[config.mk]
export PLATFORM = sky130hd
export DESIGN_NAME = timer_subsystem
export DESIGN_NICKNAME = d
export VERILOG_FILES = /design/src/design/timer_pkg.sv /design/src/design/wb_pkg.sv /design/src/design/timer_subsystem.sv /design/src/design/timer_wb_regs.sv /design/src/design/timer_irq.sv /design/src/design/timer_channel.sv
export VERILOG_INCLUDE_DIRS = /design/src /design/src/design
export SDC_FILE = /design/constraint.sdc
export NUM_CORES = 1
export LEC_CHECK = 0
export BUFFER_PORTS_ARGS = -buffer_cell sky130_fd_sc_hd__buf_2
export CAP_MARGIN = 20
export CORE_MARGIN = 2
export CORE_UTILIZATION = 50
export CTS_CLUSTER_DIAMETER = 80
export DETAILED_ROUTE_END_ITERATION = 10
export PLACE_DENSITY_LB_ADDON = 0.08
export SKIP_CTS_REPAIR_TIMING = 1
export SLEW_MARGIN = 10
export SYNTH_ARGS = -nofsm -noshare
export SYNTH_HDL_FRONTEND = slang
export SYNTH_SLANG_ARGS = --single-unit
[constraint.sdc]
create_clock -name clk -period 4.9 [get_ports clk]
set_clock_uncertainty 0.05 [all_clocks]
set_input_delay 1.47 -clock clk [delete_from_list [all_inputs] [get_ports clk]]
set_output_delay 1.47 -clock clk [all_outputs]
set_load 0.005 [all_outputs]
[src/design/timer_defs.svh]
`ifndef TIMER_DEFS_SVH
`define TIMER_DEFS_SVH

// channel count and datapath widths
`define TIMER_CHANNELS   2
`define TIMER_PRESC_BITS 8
`define TIMER_BITS       16

// wishbone bus widths
`define WB_ADDR_BITS     8
`define WB_DATA_BITS     32

// each channel owns one block of this many bytes
`define TIMER_CH_STRIDE  'h20
`define REG_CTRL         'h00 // bit 0 is go
`define REG_PRESC        'h04
`define REG_TOP          'h08
`define REG_CMP          'h0C
`define REG_COUNT        'h10 // read only

// interrupt registers sit above the channel blocks
`define REG_IRQ_STATUS   'h80 // write one to clear
`define REG_IRQ_ENABLE   'h84
`endif
[src/design/timer_pkg.sv]
`include "timer_defs.svh"

package timer_pkg;

    // what one channel takes from the register file
    typedef struct packed {
        logic                         go;      // run the channel
        logic                         relatch; // one cycle, load new values on the fly
        logic [`TIMER_PRESC_BITS-1:0] presc;   // clock divided by presc+1
        logic [`TIMER_BITS-1:0]       top;     // count wraps after top
        logic [`TIMER_BITS-1:0]       cmp;     // pwm high while count <= cmp
    } timer_cfg_t;

    // what one channel reports back
    typedef struct packed {
        logic [`TIMER_BITS-1:0] count;      // raw count
        logic                   pwm;
        logic                   period_end; // pulse on the last tick of a period
    } timer_stat_t;

    // strobes from the register file into the interrupt block
    typedef struct packed {
        logic [`TIMER_CHANNELS-1:0] clr_mask; // write one to clear
        logic                       en_we;    // enable register write
        logic [`TIMER_CHANNELS-1:0] en_val;
    } irq_ctl_t;

endpackage

[src/design/wb_pkg.sv]
`include "timer_defs.svh"

package wb_pkg;

    // master to slave, classic cycle
    typedef struct packed {
        logic                       cyc;
        logic                       stb;
        logic                       we;
        logic [`WB_ADDR_BITS-1:0]   adr;   // byte address
        logic [`WB_DATA_BITS-1:0]   dat_w;
        logic [`WB_DATA_BITS/8-1:0] sel;   // ignored by the slave, full word writes
    } wb_req_t;

    // slave to master
    typedef struct packed {
        logic                     ack;   // one cycle per transfer
        logic [`WB_DATA_BITS-1:0] dat_r; // valid with ack
    } wb_rsp_t;

endpackage

[src/design/timer_subsystem.sv]
`timescale 1ns/1ps
`include "timer_defs.svh"

module timer_subsystem import wb_pkg::*, timer_pkg::*; (
    input  logic                       clk,
    input  logic                       rst_n,
    input  wb_req_t                    wb_req,
    output wb_rsp_t                    wb_rsp,
    output logic [`TIMER_CHANNELS-1:0] pwm,
    output logic                       irq
);

    timer_cfg_t  [`TIMER_CHANNELS-1:0] cfg;        // register file to channels
    timer_stat_t [`TIMER_CHANNELS-1:0] stat;       // channels back to the register file
    irq_ctl_t                          irq_ctl;
    logic        [`TIMER_CHANNELS-1:0] irq_status;
    logic        [`TIMER_CHANNELS-1:0] irq_enable;
    logic        [`TIMER_CHANNELS-1:0] period_end;

    // bus slave and parameter registers
    timer_wb_regs u_regs (
        .clk        (clk),
        .rst_n      (rst_n),
        .wb_req     (wb_req),
        .wb_rsp     (wb_rsp),
        .cfg        (cfg),
        .stat       (stat),
        .irq_ctl    (irq_ctl),
        .irq_status (irq_status),
        .irq_enable (irq_enable)
    );

    for (genvar c = 0; c < `TIMER_CHANNELS; c++) begin : g_ch
        timer_channel u_ch (
            .clk   (clk),
            .rst_n (rst_n),
            .cfg   (cfg[c]),
            .stat  (stat[c])
        );

        assign pwm[c]        = stat[c].pwm;
        assign period_end[c] = stat[c].period_end; // bypasses the register file
    end

    // sticky status and interrupt line
    timer_irq u_irq (
        .clk        (clk),
        .rst_n      (rst_n),
        .period_end (period_end),
        .ctl        (irq_ctl),
        .status     (irq_status),
        .enable     (irq_enable),
        .irq        (irq)
    );

endmodule

[src/design/timer_wb_regs.sv]
`timescale 1ns/1ps
`include "timer_defs.svh"

module timer_wb_regs import wb_pkg::*, timer_pkg::*; (
    input  logic                                    clk,
    input  logic                                    rst_n,
    input  wb_req_t                                 wb_req,
    output wb_rsp_t                                 wb_rsp,
    output timer_cfg_t  [`TIMER_CHANNELS-1:0]       cfg,
    input  timer_stat_t [`TIMER_CHANNELS-1:0]       stat,
    output irq_ctl_t                                irq_ctl,
    input  logic        [`TIMER_CHANNELS-1:0]       irq_status,
    input  logic        [`TIMER_CHANNELS-1:0]       irq_enable
);

    localparam int OFS_BITS = $clog2(`TIMER_CH_STRIDE);   // offset inside a channel block
    localparam int CH_BITS  = `WB_ADDR_BITS - OFS_BITS;   // channel field of the address

    logic                     ack_q;     // ack to the master
    logic                     hold_q;    // strobe still high after an ack
    logic                     req_valid; // new transfer accepted this cycle
    logic                     wr_en;
    logic [CH_BITS-1:0]       ch_field;
    logic [OFS_BITS-1:0]      ofs;
    logic                     ch_hit;    // address falls in a channel block
    logic [`WB_DATA_BITS-1:0] rd_data;
    logic [`WB_DATA_BITS-1:0] dat_r_q;

    logic [`TIMER_CHANNELS-1:0] go_q;
    logic [`TIMER_CHANNELS-1:0] rl_arm;    // parameter write to a running channel
    logic [`TIMER_CHANNELS-1:0] relatch_q; // one cycle after the ack
    logic [`TIMER_PRESC_BITS-1:0] presc_q [`TIMER_CHANNELS];
    logic [`TIMER_BITS-1:0]       top_q   [`TIMER_CHANNELS];
    logic [`TIMER_BITS-1:0]       cmp_q   [`TIMER_CHANNELS];

    assign ch_field  = wb_req.adr[`WB_ADDR_BITS-1:OFS_BITS];
    assign ofs       = wb_req.adr[OFS_BITS-1:0];
    assign ch_hit    = (ch_field < `TIMER_CHANNELS);
    assign req_valid = wb_req.cyc && wb_req.stb && !ack_q && !hold_q;
    assign wr_en     = req_valid && wb_req.we;

    // classic handshake, one ack per strobe
    always_ff @(posedge clk) begin
        if (!rst_n) begin
            ack_q  <= 1'b0;
            hold_q <= 1'b0;
        end else begin
            ack_q  <= req_valid;
            hold_q <= wb_req.stb && (hold_q || ack_q); // released once stb drops
        end
    end

    // channel registers, written on the ack edge
    always_ff @(posedge clk) begin
        if (!rst_n) begin
            go_q      <= '0;
            rl_arm    <= '0;
            relatch_q <= '0;
            for (int c = 0; c < `TIMER_CHANNELS; c++) begin
                presc_q[c] <= '0;
                top_q[c]   <= '0;
                cmp_q[c]   <= '0;
            end
        end else begin
            relatch_q <= rl_arm; // delay so relatch lands after the ack
            rl_arm    <= '0;
            for (int c = 0; c < `TIMER_CHANNELS; c++) begin
                if (wr_en && ch_hit && (ch_field == c)) begin
                    case (ofs)
                        `REG_CTRL: go_q[c] <= wb_req.dat_w[0];
                        `REG_PRESC: begin
                            presc_q[c] <= wb_req.dat_w[`TIMER_PRESC_BITS-1:0];
                            rl_arm[c]  <= go_q[c];
                        end
                        `REG_TOP: begin
                            top_q[c]  <= wb_req.dat_w[`TIMER_BITS-1:0];
                            rl_arm[c] <= go_q[c];
                        end
                        `REG_CMP: begin
                            cmp_q[c]  <= wb_req.dat_w[`TIMER_BITS-1:0];
                            rl_arm[c] <= go_q[c];
                        end
                        default: ; // count is read only
                    endcase
                end
            end
        end
    end

    // read mux, unmapped reads give zero
    always_comb begin
        rd_data = '0;
        if (ch_hit) begin
            for (int c = 0; c < `TIMER_CHANNELS; c++) begin
                if (ch_field == c) begin
                    case (ofs)
                        `REG_CTRL:  rd_data[0] = go_q[c];
                        `REG_PRESC: rd_data[`TIMER_PRESC_BITS-1:0] = presc_q[c];
                        `REG_TOP:   rd_data[`TIMER_BITS-1:0] = top_q[c];
                        `REG_CMP:   rd_data[`TIMER_BITS-1:0] = cmp_q[c];
                        `REG_COUNT: rd_data[`TIMER_BITS-1:0] = stat[c].count;
                        default:    rd_data = '0;
                    endcase
                end
            end
        end else if (wb_req.adr == `REG_IRQ_STATUS) begin
            rd_data[`TIMER_CHANNELS-1:0] = irq_status;
        end else if (wb_req.adr == `REG_IRQ_ENABLE) begin
            rd_data[`TIMER_CHANNELS-1:0] = irq_enable;
        end
    end

    // read data captured with the ack
    always_ff @(posedge clk) begin
        if (req_valid && !wb_req.we) begin
            dat_r_q <= rd_data;
        end
    end

    assign wb_rsp.ack   = ack_q;
    assign wb_rsp.dat_r = dat_r_q;

    // per channel configuration out
    always_comb begin
        for (int c = 0; c < `TIMER_CHANNELS; c++) begin
            cfg[c].go      = go_q[c];
            cfg[c].relatch = relatch_q[c];
            cfg[c].presc   = presc_q[c];
            cfg[c].top     = top_q[c];
            cfg[c].cmp     = cmp_q[c];
        end
    end

    // interrupt strobes take effect on the ack edge
    assign irq_ctl.clr_mask = (wr_en && (wb_req.adr == `REG_IRQ_STATUS)) ?
                              wb_req.dat_w[`TIMER_CHANNELS-1:0] : '0;
    assign irq_ctl.en_we    = wr_en && (wb_req.adr == `REG_IRQ_ENABLE);
    assign irq_ctl.en_val   = wb_req.dat_w[`TIMER_CHANNELS-1:0];

endmodule

[src/design/timer_irq.sv]
`timescale 1ns/1ps
`include "timer_defs.svh"

module timer_irq import timer_pkg::*; (
    input  logic                       clk,
    input  logic                       rst_n,
    input  logic [`TIMER_CHANNELS-1:0] period_end, // straight from the channels
    input  irq_ctl_t                   ctl,
    output logic [`TIMER_CHANNELS-1:0] status,
    output logic [`TIMER_CHANNELS-1:0] enable,
    output logic                       irq
);

    logic [`TIMER_CHANNELS-1:0] pending; // enabled and set

    assign pending = status & enable;

    // sticky status, a set in the same cycle as a clear wins
    always_ff @(posedge clk) begin
        if (!rst_n) begin
            status <= '0;
        end else begin
            status <= (status & ~ctl.clr_mask) | period_end;
        end
    end

    // enable mask
    always_ff @(posedge clk) begin
        if (!rst_n) begin
            enable <= '0;
        end else if (ctl.en_we) begin
            enable <= ctl.en_val;
        end
    end

    // registered interrupt line
    always_ff @(posedge clk) begin
        if (!rst_n) begin
            irq <= 1'b0;
        end else begin
            irq <= |pending;
        end
    end

endmodule

[src/design/timer_channel.sv]
`timescale 1ns/1ps
`include "timer_defs.svh"

module timer_channel import timer_pkg::*; (
    input  logic        clk,
    input  logic        rst_n,
    input  timer_cfg_t  cfg,
    output timer_stat_t stat
);

    // latched copies of the parameters
    logic [`TIMER_PRESC_BITS-1:0] presc_l;
    logic [`TIMER_BITS-1:0]       top_l;
    logic [`TIMER_BITS-1:0]       cmp_l;

    logic [`TIMER_PRESC_BITS-1:0] psc_cnt; // prescaler counter
    logic [`TIMER_BITS-1:0]       count;   // timer count
    logic                         go_l;    // latched go

    logic start;    // first cycle of go
    logic load;     // parameter load, start or relatch
    logic run;      // a counting cycle
    logic psc_term; // prescaler at terminal count

    assign start    = cfg.go && !go_l;
    assign load     = start || (go_l && cfg.go && cfg.relatch);
    assign run      = go_l && cfg.go && !cfg.relatch; // relatch holds the prescaler
    assign psc_term = (psc_cnt == presc_l); // latched value, not the live input

    // go, prescaler and count
    always_ff @(posedge clk) begin
        if (!rst_n) begin
            go_l    <= 1'b0;
            psc_cnt <= '0;
            count   <= '0;
        end else if (start) begin
            go_l    <= 1'b1;
            psc_cnt <= '0; // restart from a clean period
            count   <= '0;
        end else if (go_l && !cfg.go) begin
            go_l <= 1'b0; // stop, count stays frozen
        end else if (run) begin
            if (psc_term) begin
                psc_cnt <= '0;
                // wrap at top
                if (count == top_l) begin
                    count <= '0;
                end else begin
                    count <= count + 1'b1;
                end
            end else begin
                psc_cnt <= psc_cnt + 1'b1;
            end
        end
    end

    // parameter latches, loaded on start and on relatch
    always_ff @(posedge clk) begin
        if (load) begin
            presc_l <= cfg.presc;
            top_l   <= cfg.top;
            cmp_l   <= cfg.cmp;
        end
    end

    assign stat.count      = count;
    assign stat.pwm        = go_l && (count <= cmp_l);  // cmp >= top keeps it high
    assign stat.period_end = run && psc_term && (count == top_l); // last tick before wrap

endmodule

# Yosys cells after proc, flatten, opt, wreduce, memory -nomap -nowiden
# Memories as Yosys holds them, arrays and structs flattened.
# Index checks and enable logic that the tools add are counted.
classes:
  mux: 48
  addsub: 4
  n_reduce_logical: 56
  bitwise_logic: 13
  order_cmp: 3
  eq_ne: 11
ops:
  columns: ["operator", "count"]
  rows:
  - ["$mux W16", 7]
  - ["$pmux W7 S5", 1]
  - ["$add A16 B1 Y16 const B", 2]
  - ["$eq A16 B16 Y1", 2]
  - ["$le A16 B16 Y1", 2]
  - ["$mux W32", 1]
  - ["$mux W8", 4]
  - ["$pmux W8 S4", 1]
  - ["$pmux W7 S4", 1]
  - ["$logic_and A1 B1 Y1", 27]
  - ["$mux W1", 26]
  - ["$pmux W8 S3", 1]
  - ["$add A8 B1 Y8 const B", 2]
  - ["$eq A8 B8 Y1", 2]
  - ["$eq A8 B8 Y1 const B", 2]
  - ["$reduce_and A3 Y1", 4]
  - ["$eq A5 B4 Y1 const B", 2]
  - ["$pmux W1 S5", 2]
  - ["$logic_not A1 Y1", 9]
  - ["$mux W2", 4]
  - ["$reduce_and A2 Y1", 4]
  - ["$reduce_or A2 Y1", 4]
  - ["$or A1 B1 Y1", 6]
  - ["$eq A5 B3 Y1 const B", 1]
  - ["12 further kinds", 18]
totals:
  memories: 3
  inputBits: 49
  regBits: 175
  ram_bits: 80
memory_table:
  columns: ["name", "depth", "width", "read_ports", "rd_ports_with_merged_regs", "write_ports", "line_no", "source"]
  rows:
  - ["u_regs.cmp_q", 2, 16, 2, 0, 2, "timer_wb_regs.sv:34", "logic [`TIMER_BITS-1:0] cmp_q [`TIMER_CHANNELS];"]
  - ["u_regs.top_q", 2, 16, 2, 0, 2, "timer_wb_regs.sv:33", "logic [`TIMER_BITS-1:0] top_q [`TIMER_CHANNELS];"]
  - ["u_regs.presc_q", 2, 8, 2, 0, 2, "timer_wb_regs.sv:32", "logic [`TIMER_PRESC_BITS-1:0] presc_q [`TIMER_CHANNELS];"]

# Depth between registers and ports, before layout
logic_depth:
  ltp_word: 10
  ltp_mapped: 8
  ltp_nobuf: 7

# By module
# From an unflattened synthesis, not the netlist that was laid out.
hier_totals:
  cells_unflattened: 926
  hier_area_um2: 11441.0
modules_own_cells:
  columns: ["mod", "cells_per_inst", "n_inst", "area_each_um2"]
  rows:
  - ["timer_wb_regs", 357, 1, 4780.8]
  - ["timer_channel at g_ch[1].u_ch", 280, 1, 3254.4]
  - ["timer_channel at g_ch[0].u_ch", 274, 1, 3231.8]
  - ["timer_irq", 15, 1, 173.9]

# Worst setup path after synthesis
# OpenSTA, ideal clock, no wires.
synth_timing:
  path_kind: "input -> register"
  from: "input wb_req[41] (netlist bit)"
  to: "memory u_regs.cmp_q[0][0] (netlist bit), enable pin"
  slack_ps: 886
  arrival_ps: 3552
  setup_time_ps: 411
  required_time_ps: 4439
  cell_stages: 4
  path_cell_list: "or3_1 clkbuf_1 or2_2 o21ai_0"
synth_lines:
  columns: ["item", "line_no", "source"]
  rows:
  - ["start, declared", "timer_subsystem.sv:7", "input wb_req_t wb_req,"]
  - ["end, declared", "timer_wb_regs.sv:34", null]

# Worst setup path in the final report
layout_timing:
  from: "register g_ch[0].u_ch.count[5]"
  to: "output pwm[0]"
layout_via:
  elab_chain_len: 2
layout_lines:
  columns: ["item", "line_no", "source"]
  rows:
  - ["start, declared", "timer_channel.sv:17", "logic [`TIMER_BITS-1:0] count;"]
  - ["start signal, assigned", "timer_channel.sv:49", "count <= count + 1'b1;"]
  - ["$le A16 B16 Y1", "timer_channel.sv:67", "assign stat.pwm = go_l && (count <= cmp_l);"]
  - ["$logic_and A1 B1 Y1", "timer_channel.sv:67", null]
  - ["end, declared", "timer_subsystem.sv:9", "output logic [`TIMER_CHANNELS-1:0] pwm,"]
# No other way between the ends.

==> qor.yml <==
grt_pass1_wl_um: 41700
grt_start_max_net_pins: 41
r2r-end: "u_irq.status[0]"
clk_latency_ns: 0.53
core-area_mm2: 0.0216
critPathMaxFanout: 10
num_antenna_cells: 0
drt_iter0_drc: 616
p_comb_frac: 0.023
holdPathEnd: "u_regs.relatch_q[1]"
finalHoldViolCount: 0
layout-drive-gt1-share: 0.120
ys_ff_latch: 239
clk_root_buffer_cell: "clkbuf_16"
end_kind: "output port"
tightestPinTransition_ns: 1.16
initial_core_util: 0.506
dp_hpwl_um: 19600
ys_seq_area_frac: 0.598
cts_tree: "done"
setup-tns-final_ns: 0
yosys_warnings: 0
cp-start-kind: "flop"
crit_chain: "ha_1 > a21oi_1 > o21ai_0 > nor2_1 > a211oi_1 > o21ai_0 > buf_2"
drc: 0
port_buffers: 48
overflow: 0
required_ns: 3.38
grtUsageTotal: 0.233
synthArstFlopShare: 0
num_rows: 54
antenna_left: 0
r2r_start: "g_ch[0].u_ch.psc_cnt[0]"
hold_class: "flop to flop"
slew_headroom: 0.223
syn_inst: 900
die_y_um: 152
area_growth_pct: 12.0
cellPowerDensity_mw_per_mm2: 344
cts_buffers: 26
whs_path_depth: 1
die-area_mm2: 0.0231
share_seq_of_total_power: 0.521
crit_top_cell: "o21ai_0"
clock_sinks: 239
drv_slew: 0
r2r_cells: 5
postSynthAreaPerCell_um2: 12.2
max_stage_delay_ns: 0.61
fmax_mhz: 254
worst-setup-path-type: "flop to output port"
ys_types: 63
holdCritStartpoint: "u_regs.rl_arm[1]"
place_congestion: 0.871
p_sw_uw: 859
irDropWorstVdd_v: 0.000267
status: "finished clean"
viasPerCell: 5.80
cp_data_arrival_time_ns: 2.42
firstDrtPassIters: 5
die_x_um: 152
slowest_stage: "dfxtp_1"
post-route-period-util: 0.804
swShare: 0.204
p_int_uw: 3360
fin_nets: 1044
rsz0062_at_grt: "false"
leakagePower_uw: 0.00449
synth_flop_cell: "edfxtp_1"
htree_levels: 1
vias: 7267
grt_pass1_vias: 7102
r2r_setup_slack_ns: 2.19
antenna_found_initial: 0
cap_violations: 0
synth_edf_count: 176
wire_per_inst_um: 21.7
cts_buffer_depth: 3
period_needed_ns: 3.94
p_clk_frac: 0.456
dp_slack_ns: 1.14
netlist_area_mm2: 0.0109
setup_violations: 0
layout_setup_ws_ns: 0.963
wl_um: 27100
ios: 85
clk_pin_slew_worst_paths_ns: 0.06
power by group through the flow:
| stage | Combinational, µW | Clock [µW] | Sequential (µW) |
|---|---|---|---|
| 2_1_floorplan | 62.9 | 0 | 2230 |
| 5_1_grt | 102 | 2030 | 2200 |
| 4_1_cts | 93.1 | 1950 | 2200 |
| 3_5_place_dp | 92.9 | 0 | 2240 |
| 3_3_place_gp | 90.4 | 0 | 2240 |
| 6_report | 95.4 | 1920 | 2200 |
placed cells by master, fill, tap and decap left out, types with 3 or more instances in the layout:
cell / count
xor2_1: 28
nor3_1: 16
nor3b_1: 3
nor4_1: 29
clkbuf_1: 5
a21o_1: 16
ha_1: 42
nand3_1: 27
a211oi_1: 4
nand4_1: 25
a222oi_1: 23
clkbuf_16: 27
inv_1: 40
o41ai_1: 3
or3_1: 7
or2_1: 8
nand2_1: 50
nor2_1: 48
a21oi_1: 26
dfxtp_1: 63
xnor2_1: 60
and3_1: 13
nor2_2: 3
a22oi_1: 12
and2_1: 40
o21ai_1: 4
nor2b_1: 11
clkbuf_8: 3
o21ai_0: 19
mux2i_1: 6
clkinv_2: 4
and4_1: 4
clkinv_1: 6
buf_4: 15
conb_1: 16
buf_2: 48
edfxtp_1: 176
kinds of logic after synthesis:
logic type	share of synthesized area
AND/OR/NAND/NOR	0.152
flip-flops	0.598
AO/OA/AOI/OAI	0.0817
buffers and inverters	0.0424
XOR/XNOR	0.0704
adder cells (fa/ha/maj)	0.0480
multiplexers	0.00652
other	0.000343
critical path, delay by kind of cell, from the launching register on:
| kind | cells | cell delay, ns |
|---|---|---|
| buf+inv | 1 | 0.14 |
| fa+ha+maj | 1 | 0.24 |
| simple gates | 1 | 0.09 |
| flops | 1 | 0.61 |
| compound gates | 4 | 0.81 |
worst max-delay path by stage:
stage                                      from                 end  slack (ns)  depth (start not counted)
after global placement               wb_req[37]   u_regs.dat_r_q[0]        1.21                          6
after floorplan                      wb_req[41]  u_regs.cmp_q[0][0]        0.89                          4
after CTS                 g_ch[0].u_ch.count[5]              pwm[0]        0.93                          7
final                     g_ch[0].u_ch.count[5]              pwm[0]        0.96                          7
after detailed placement             wb_req[37]   u_regs.dat_r_q[0]        1.14                          6
after global routing      g_ch[0].u_ch.count[5]              pwm[0]        0.75                          7
sequential cells by signal, indices dropped and copies added (netlist names):
register           count
g_ch.u_ch.cmp_l       32
g_ch.u_ch.psc_cnt     16
u_regs.hold_q          1
u_irq.enable           2
u_regs.relatch_q       2
u_regs.ack_q           1
u_regs.rl_arm          2
u_irq.status           2
u_irq.irq              1
u_regs.cmp_q          32
u_regs.top_q          32
g_ch.u_ch.presc_l     16
g_ch.u_ch.go_l         2
g_ch.u_ch.top_l       32
u_regs.presc_q        16
u_regs.go_q            2
g_ch.u_ch.count       32
u_regs.dat_r_q        16
routing by layer:
metal  part of all wire  track usage  vias up
met1               0.45        0.331     3534
met4              0.026       0.0708        0
met3              0.062       0.0317       47
met5                  0            0        -
li1                   -            -     3402
met2               0.47        0.374      284
final cells by class:
type	instances	area, µm²
Fill cell	1790	9360
Clock inverter	13	110
Multi-Input combinational cell	582	4000
Timing Repair Buffer	64	368
Clock buffer	35	736
Tap cell	280	350
Inverter	40	150
Sequential cell	239	6550
per-stage QoR:
stage                     std cells  utilization  hold WS, ns  total power, µW  area (µm²)
after floorplan                 915            -        0.362             2300       11000
after global placement         1204        0.527        0.372             2330       11400
after detailed placement       1204        0.527        0.369             2340       11400
after CTS                      1252        0.566        0.383             4250       12200
after global routing           1253        0.567        0.402             4330       12300
final                          1253        0.567        0.382             4220       12300
cells in the mapped netlist (6+ instances only):
cell type / instances / area (µm²)
edfxtp_1: 176 / 5290
dfxtp_1: 63 / 1260
xnor2_1: 60 / 526
nand2_1: 50 / 188
nor2_1: 48 / 180
ha_1: 42 / 526
and2_1: 40 / 250
inv_1: 40 / 150
nor4_1: 29 / 181
xor2_1: 28 / 245
nand3_1: 27 / 135
a21oi_1: 26 / 130
nand4_1: 25 / 156
a222oi_1: 23 / 230
o21ai_0: 23 / 115
buf_4: 18 / 135
a21o_1: 16 / 120
clkbuf_1: 16 / 60.1
nor3_1: 16 / 80.1
buf_2: 15 / 75.1
and3_1: 13 / 81.3
a22oi_1: 12 / 90.1
nor2b_1: 12 / 75.1
or2_1: 8 / 50.1
or3_1: 7 / 43.8
mux2i_1: 6 / 60.1
(Power assumes the default switching activity.)
